**src/verilog/aes_pkg.sv**
```systemverilog
package aes_pkg;

  typedef logic [127:0] aes_block_t;
  typedef logic [127:0] aes_key_t;
  typedef logic [31:0]  aes_word_t;
  typedef logic [7:0]   aes_byte_t;

  localparam int AES_ROUNDS = 10;

  typedef enum logic [1:0] {
    IDLE,
    RUN,
    DONE
  } aes_state_e;

  // Forward S-box, entry 0 in the top byte.
  localparam logic [255:0][7:0] SBOX_TABLE = {
    128'h637c777b_f26b6fc5_3001672b_fed7ab76,
    128'hca82c97d_fa5947f0_add4a2af_9ca472c0,
    128'hb7fd9326_363ff7cc_34a5e5f1_71d83115,
    128'h04c723c3_1896059a_071280e2_eb27b275,
    128'h09832c1a_1b6e5aa0_523bd6b3_29e32f84,
    128'h53d100ed_20fcb15b_6acbbe39_4a4c58cf,
    128'hd0efaafb_434d3385_45f9027f_503c9fa8,
    128'h51a3408f_929d38f5_bcb6da21_10fff3d2,
    128'hcd0c13ec_5f974417_c4a77e3d_645d1973,
    128'h60814fdc_222a9088_46eeb814_de5e0bdb,
    128'he0323a0a_4906245c_c2d3ac62_9195e479,
    128'he7c8376d_8dd54ea9_6c56f4ea_657aae08,
    128'hba78252e_1ca6b4c6_e8dd741f_4bbd8b8a,
    128'h703eb566_4803f60e_613557b9_86c11d9e,
    128'he1f89811_69d98e94_9b1e87e9_ce5528df,
    128'h8ca1890d_bfe64268_41992d0f_b054bb16
  };

  function automatic aes_byte_t sbox(input aes_byte_t b);
    return SBOX_TABLE[8'd255 - b];
  endfunction

  // Multiply by x in GF(2^8), reduced by the AES polynomial.
  function automatic aes_byte_t xtime(input aes_byte_t b);
    return {b[6:0], 1'b0} ^ (b[7] ? 8'h1b : 8'h00);
  endfunction

endpackage

```
**src/verilog/wb_regs_pkg.sv**
```systemverilog
package wb_regs_pkg;

  typedef logic [31:0] wb_data_t;
  typedef logic [31:0] wb_addr_t;

  // Word addresses, taken from wb_adr_i[4:0].
  localparam logic [4:0] REG_CTRL   = 5'd0;
  localparam logic [4:0] REG_PT0    = 5'd1;   // Most significant plaintext word.
  localparam logic [4:0] REG_PT1    = 5'd2;
  localparam logic [4:0] REG_PT2    = 5'd3;
  localparam logic [4:0] REG_PT3    = 5'd4;
  localparam logic [4:0] REG_KEY0   = 5'd5;   // Most significant key word.
  localparam logic [4:0] REG_KEY1   = 5'd6;
  localparam logic [4:0] REG_KEY2   = 5'd7;
  localparam logic [4:0] REG_KEY3   = 5'd8;
  localparam logic [4:0] REG_STATUS = 5'd9;
  localparam logic [4:0] REG_CT0    = 5'd10;
  localparam logic [4:0] REG_CT1    = 5'd11;
  localparam logic [4:0] REG_CT2    = 5'd12;
  localparam logic [4:0] REG_CT3    = 5'd13;
  localparam logic [4:0] REG_LAST   = 5'd13;

endpackage

```
**src/verilog/aes_core_if.sv**
```systemverilog
`timescale 1ns/1ps

interface aes_core_if;
  import aes_pkg::*;

  aes_block_t pt;
  aes_key_t   key;
  logic       start;     // Level, the core acts on its rising edge.
  aes_block_t ct;
  logic       ct_valid;  // Level, held until the next start edge.

  modport regs (
    output pt, key, start,
    input  ct, ct_valid
  );

  modport core (
    input  pt, key, start,
    output ct, ct_valid
  );

endinterface

```
**src/verilog/aes_wb_regs.sv**
```systemverilog
`timescale 1ns/1ps

module aes_wb_regs (
  input  logic                  wb_clk_i,
  input  logic                  wb_rst_i,
  input  wb_regs_pkg::wb_addr_t wb_adr_i,
  input  wb_regs_pkg::wb_data_t wb_dat_i,
  input  logic                  wb_we_i,
  input  logic                  wb_cyc_i,
  input  logic                  wb_stb_i,
  output wb_regs_pkg::wb_data_t wb_dat_o,
  output logic                  wb_ack_o,
  output logic                  wb_err_o,
  aes_core_if.regs              core
);
  import wb_regs_pkg::*;

  logic [4:0] word_idx;
  logic       req;
  logic       mapped;
  logic       wr_req;
  logic       start_q;
  wb_data_t   pt_q [4];
  wb_data_t   key_q [4];
  wb_data_t   rd_data;

  assign word_idx = wb_adr_i[4:0];
  assign mapped   = (word_idx <= REG_LAST);

  // A request already answered waits one cycle before it counts again.
  assign req    = wb_cyc_i & wb_stb_i & ~wb_ack_o & ~wb_err_o;
  assign wr_req = req & wb_we_i & mapped;

  always_ff @(posedge wb_clk_i) begin
    if (wb_rst_i) begin
      start_q <= 1'b0;
      for (int i = 0; i < 4; i++) begin
        pt_q[i]  <= '0;
        key_q[i] <= '0;
      end
    end else if (wr_req) begin
      case (word_idx)
        REG_CTRL: start_q <= wb_dat_i[0];
        REG_PT0, REG_PT1, REG_PT2, REG_PT3:
          pt_q[2'(word_idx - REG_PT0)] <= wb_dat_i;
        REG_KEY0, REG_KEY1, REG_KEY2, REG_KEY3:
          key_q[2'(word_idx - REG_KEY0)] <= wb_dat_i;
        default: ;  // Status and ciphertext are read only.
      endcase
    end
  end

  always_comb begin
    case (word_idx)
      REG_CTRL:   rd_data = {31'b0, start_q};
      REG_PT0, REG_PT1, REG_PT2, REG_PT3:
        rd_data = pt_q[2'(word_idx - REG_PT0)];
      REG_KEY0, REG_KEY1, REG_KEY2, REG_KEY3:
        rd_data = key_q[2'(word_idx - REG_KEY0)];
      REG_STATUS: rd_data = {31'b0, core.ct_valid};
      REG_CT0:    rd_data = core.ct[127:96];
      REG_CT1:    rd_data = core.ct[95:64];
      REG_CT2:    rd_data = core.ct[63:32];
      REG_CT3:    rd_data = core.ct[31:0];
      default:    rd_data = '0;
    endcase
  end

  always_ff @(posedge wb_clk_i) begin
    if (wb_rst_i) begin
      wb_ack_o <= 1'b0;
      wb_err_o <= 1'b0;
    end else begin
      wb_ack_o <= req & mapped;
      wb_err_o <= req & ~mapped;
    end
  end

  always_ff @(posedge wb_clk_i) begin
    if (req && !wb_we_i) begin
      wb_dat_o <= rd_data;
    end
  end

  // Word 0 is the most significant.
  assign core.pt    = {pt_q[0], pt_q[1], pt_q[2], pt_q[3]};
  assign core.key   = {key_q[0], key_q[1], key_q[2], key_q[3]};
  assign core.start = start_q;

  a_ack_err_excl: assert property (@(posedge wb_clk_i) disable iff (wb_rst_i)
    !(wb_ack_o && wb_err_o));

  a_single_pulse: assert property (@(posedge wb_clk_i) disable iff (wb_rst_i)
    (wb_ack_o || wb_err_o) |=> !(wb_ack_o || wb_err_o));

endmodule

```
**src/flat_wrapper.sv**
```systemverilog
// flat-port wrapper written by rule: the top's interface ports become plain ports
module aes_wb_regs_flat import wb_regs_pkg::*;
  (wb_clk_i, wb_rst_i, wb_adr_i, wb_dat_i, wb_we_i, wb_cyc_i, wb_stb_i, wb_dat_o, wb_ack_o, wb_err_o, core_pt, core_key, core_start, core_ct, core_ct_valid);
  aes_core_if core_i ();
  input  logic wb_clk_i;
  input  logic wb_rst_i;
  input  wb_regs_pkg::wb_addr_t wb_adr_i;
  input  wb_regs_pkg::wb_data_t wb_dat_i;
  input  logic wb_we_i;
  input  logic wb_cyc_i;
  input  logic wb_stb_i;
  output wb_regs_pkg::wb_data_t wb_dat_o;
  output logic wb_ack_o;
  output logic wb_err_o;
  output wire logic [$bits(core_i.pt)-1:0] core_pt;
  output wire logic [$bits(core_i.key)-1:0] core_key;
  output wire logic [$bits(core_i.start)-1:0] core_start;
  input wire logic [$bits(core_i.ct)-1:0] core_ct;
  input wire logic [$bits(core_i.ct_valid)-1:0] core_ct_valid;
  assign core_pt = core_i.pt;
  assign core_key = core_i.key;
  assign core_start = core_i.start;
  assign core_i.ct = core_ct;
  assign core_i.ct_valid = core_ct_valid;
  aes_wb_regs u_core (.wb_clk_i(wb_clk_i), .wb_rst_i(wb_rst_i), .wb_adr_i(wb_adr_i), .wb_dat_i(wb_dat_i), .wb_we_i(wb_we_i), .wb_cyc_i(wb_cyc_i), .wb_stb_i(wb_stb_i), .wb_dat_o(wb_dat_o), .wb_ack_o(wb_ack_o), .wb_err_o(wb_err_o), .core(core_i));
endmodule
```
**config.mk**
```make
export PLATFORM = sky130hd
export DESIGN_NAME = aes_wb_regs_flat
export DESIGN_NICKNAME = d
export VERILOG_FILES = /design/src/verilog/aes_pkg.sv /design/src/verilog/wb_regs_pkg.sv /design/src/verilog/aes_core_if.sv /design/src/verilog/aes_wb_regs.sv /design/src/flat_wrapper.sv
export SDC_FILE = /design/constraint.sdc
export NUM_CORES = 1
export LEC_CHECK = 0
export ABC_AREA = 1
export ABC_CLOCK_PERIOD_IN_PS = 5130
export BUFFER_PORTS_ARGS = -buffer_cell sky130_fd_sc_hd__buf_4
export CORE_MARGIN = 3
export CORE_UTILIZATION = 30
export DETAILED_ROUTE_END_ITERATION = 7
export PLACE_DENSITY_LB_ADDON = 0.05
export SLEW_MARGIN = 0
export SYNTH_ARGS = -nofsm -noshare
export SYNTH_HDL_FRONTEND = slang
export SYNTH_SLANG_ARGS = --single-unit
```
**constraint.sdc**
```tcl
create_clock -name wb_clk_i -period 5.13 [get_ports wb_clk_i]
set_clock_uncertainty 0.1 [all_clocks]
set_input_delay 0 -clock wb_clk_i [delete_from_list [all_inputs] [get_ports wb_clk_i]]
set_output_delay 0 -clock wb_clk_i [all_outputs]
set_load 0.03 [all_outputs]
```
==> flow_summary.ini <==
[cts]
clockBufferDepth = 3
cts.sinks = 291
cts_tree = yes
cts_setup_buffers = 0
clock_latency_ps = 530
ctsRootBufferMaster = clkbuf_16
clk_pin_slew_worst_paths_ps = 50
cts_max_level = 2
cts_buffers = 36

[setup_path]
arrival_ps = 3610
path_cells = dlygate4sd3_1 > buf_4 > nand2_1 > dlygate4sd3_1 > inv_2 > nand2_1 > nor2_4 > nand3_4 > nor2_8 > nand4_4 > nand2_1 > buf_4
cp_slowest_cell = nand2_1
cp-start-kind = input port
end_kind = register
crit_path_max_incr_delay_ps = 640
path_max_fanout = 33
cpMostUsedCell = nand2_1
critPathKind = input port to register
worstPathRequired_ps = 5200

[global_route]
antenna_found_initial = 0
grt_pass1_wl_um = 88900
gr-total-overflow = 0
grt_start_max_net_pins = 133
grt_usage = 0.241
grt_pass1_vias = 12507

[layout]
antennaDiodeCount = 0
drive_gt1_frac = 0.309
syn2layout_area_growth_pct = 44.4
instances_no_fill = 2608
num-nets-final = 2180
final_core_util = 0.440

[die]
io_pins = 489
dieArea_um2 = 50000
die_x_um = 224
core_um2 = 46700
die_y_um = 224
fp-row-count = 79
initial_core_util = 0.305

[routing]
via_per_inst = 4.86
routed_wl_um = 62200
drtAntennaViolNets = 0
vias = 12682
wl_per_cell_um = 23.8
initialDrtViolationCount = 935
drc = 0
firstDrtPassIters = 5

[yosys]
synth_area_per_cell_um2 = 9.96
synth_area_leader_cell = edfxtp_1
synth_common_cells = nor2_1 (363), edfxtp_1 (288), o21ai_0 (154)
yosysWarnings = 0
ys_dominant_reg_cell = edfxtp_1
synth_cell_type_count = 28
postSynth.asyncResetShare = 0
synthCells = 1426
ys_ff_latch = 291
synthTopCellsByArea = edfxtp_1 (61%), nor2_1 (9.6%), o21ai_0 (5.4%)
synth_edf_count = 288
netlist_area_um2 = 14200
syn_nets = 1628
synth.top_cell.area_share = 0.609
synth.most_common_cell = nor2_1
yosysSeqAreaShare = 0.613

[timing]
fin_hold_ws_ps = 48.1
setup_violations = 0
hold_viol = 0
fmax_mhz = 283
rsz0062_at_grt = no
fin_crit_sh = 0.688
worst_pin_slew_ps = 1170
setup_slack_ps = 1600
slew_viol_final = 0
finalCriticalPeriod_ps = 3530
setup_tns_ps = 0
max_slew_margin = 0.216

[power_and_ir_drop]
sw_frac_of_total = 0.271
switching_power_mw = 1.61
power.leakage_nw = 8.84
p_per_area_nw_per_um2 = 289
p_int_mw = 4.33
pwr-share-clk = 0.398
peakVddDrop_mv = 0.194
comb_power_share = 0.146
pwr-share-seq = 0.457

[placed_design]
post-place-cells = 2412
gp_congestion = 0.917
hpwlAfterDp_um = 42500
port_buffers = 461
place_ws_ps = 1830

[flow_run]
drv_cap = 0

[run_status]
status = completed

[worst_hold_path]
hold_path_class = input port to register
[metrics by stage]
step | instance area, um^2 | total power [mW]
finish | 20500 | 5.94
floorplan | 14200 | 3.16
global route | 20500 | 6.15
detailed placement | 18100 | 3.57
CTS | 20500 | 6.01
global placement | 18100 | 3.56
[power by group through the flow]
stage | clock [mW] | combinational (mW) | sequential (mW)
floorplan | 0 | 0.278 | 2.88
global placement | 0 | 0.801 | 2.76
detailed placement | 0 | 0.803 | 2.76
CTS | 2.42 | 0.870 | 2.71
global route | 2.51 | 0.925 | 2.72
finish | 2.36 | 0.865 | 2.71
[registers in the layout, indices dropped and copies added (netlist names)]
| register | cells |
|---|---|
| u_core.wb_err_o | 1 |
| u_core.core.start | 1 |
| u_core.pt_q | 128 |
| u_core.key_q | 128 |
| u_core.wb_ack_o | 1 |
| u_core.wb_dat_o | 32 |
[kinds of logic (layout without fill, tap and decap cells)]
kind of cell	after synthesis	after routing	synth area share
flops	291	291	0.613
simple gates	651	651	0.217
buf+inv	215	790	0.0700
fa+ha+maj	4	4	0.00352
compound gates	265	265	0.0970
[final cells by class]
cell class,instances,area (um^2)
flip-flops and latches,291,8710
repair buffers,614,4970
multi-input cells,920,4590
clock inverters,18,110
inverters,115,434
well taps,607,759
fillers,4590,26100
clock buffers,43,948
[final timing paths]
kind,depth (start not counted),slack [ps],end,start
min reg2reg,3,450,u_core.wb_err_o,u_core.wb_err_o
max,12,1600,u_core.pt_q[0][27],wb_stb_i
min,5,50,u_core.wb_dat_o[12],core_ct[12]
max reg2reg,8,1900,u_core.pt_q[0][27],u_core.wb_ack_o
[critical path, delay by kind of cell]
family	cells	cell delay, ps
and+or+nand+nor	7	1850
buffers and inverters	5	1710
[placed cells by master, fill, tap and decap left out]
| cell type | count |
|---|---|
| buf_4 | 477 |
| nor2_1 | 361 |
| edfxtp_1 | 288 |
| o21ai_0 | 150 |
| dlygate4sd3_1 | 135 |
| nand2_1 | 109 |
| inv_1 | 101 |
| nand3_1 | 99 |
| nor3_2 | 56 |
| o21ai_1 | 42 |
| clkbuf_16 | 37 |
| a21oi_1 | 33 |
| o22ai_1 | 33 |
| inv_2 | 13 |
| clkinv_1 | 9 |
| nor3_1 | 8 |
| clkbuf_1 | 6 |
| clkinv_2 | 6 |
| o21ai_4 | 4 |
| nand4_4 | 4 |
| nand2_4 | 3 |
| ha_1 | 3 |
| dfxtp_1 | 3 |
| a21oi_2 | 2 |
| nand4_1 | 2 |
| nor2_4 | 2 |
| nor2_8 | 2 |
| nand2_2 | 2 |
| buf_12 | 2 |
| inv_4 | 1 |
| nor2_2 | 1 |
| o2bb2ai_1 | 1 |
| nand3_2 | 1 |
| nand3_4 | 1 |
| ha_4 | 1 |
| bufinv_16 | 1 |
| clkinv_4 | 1 |
| clkinvlp_4 | 1 |
[layer usage]
layer | global-route usage | up-vias | wire length (um)
li1 | - | 5974 | -
met1 | 0.341 | 6163 | 28400
met2 | 0.375 | 480 | 27700
met3 | 0.0573 | 65 | 4610
met4 | 0.0592 | 0 | 1440
met5 | 0 | - | 0
[repair_timing]
item	CTS	global route
endpoints found under the hold margin	323	0
endpoints found under the setup margin	0	0
resized for setup	0	0
hold buffers	135	0
Note: power is estimated with default switching activity, not from simulation.
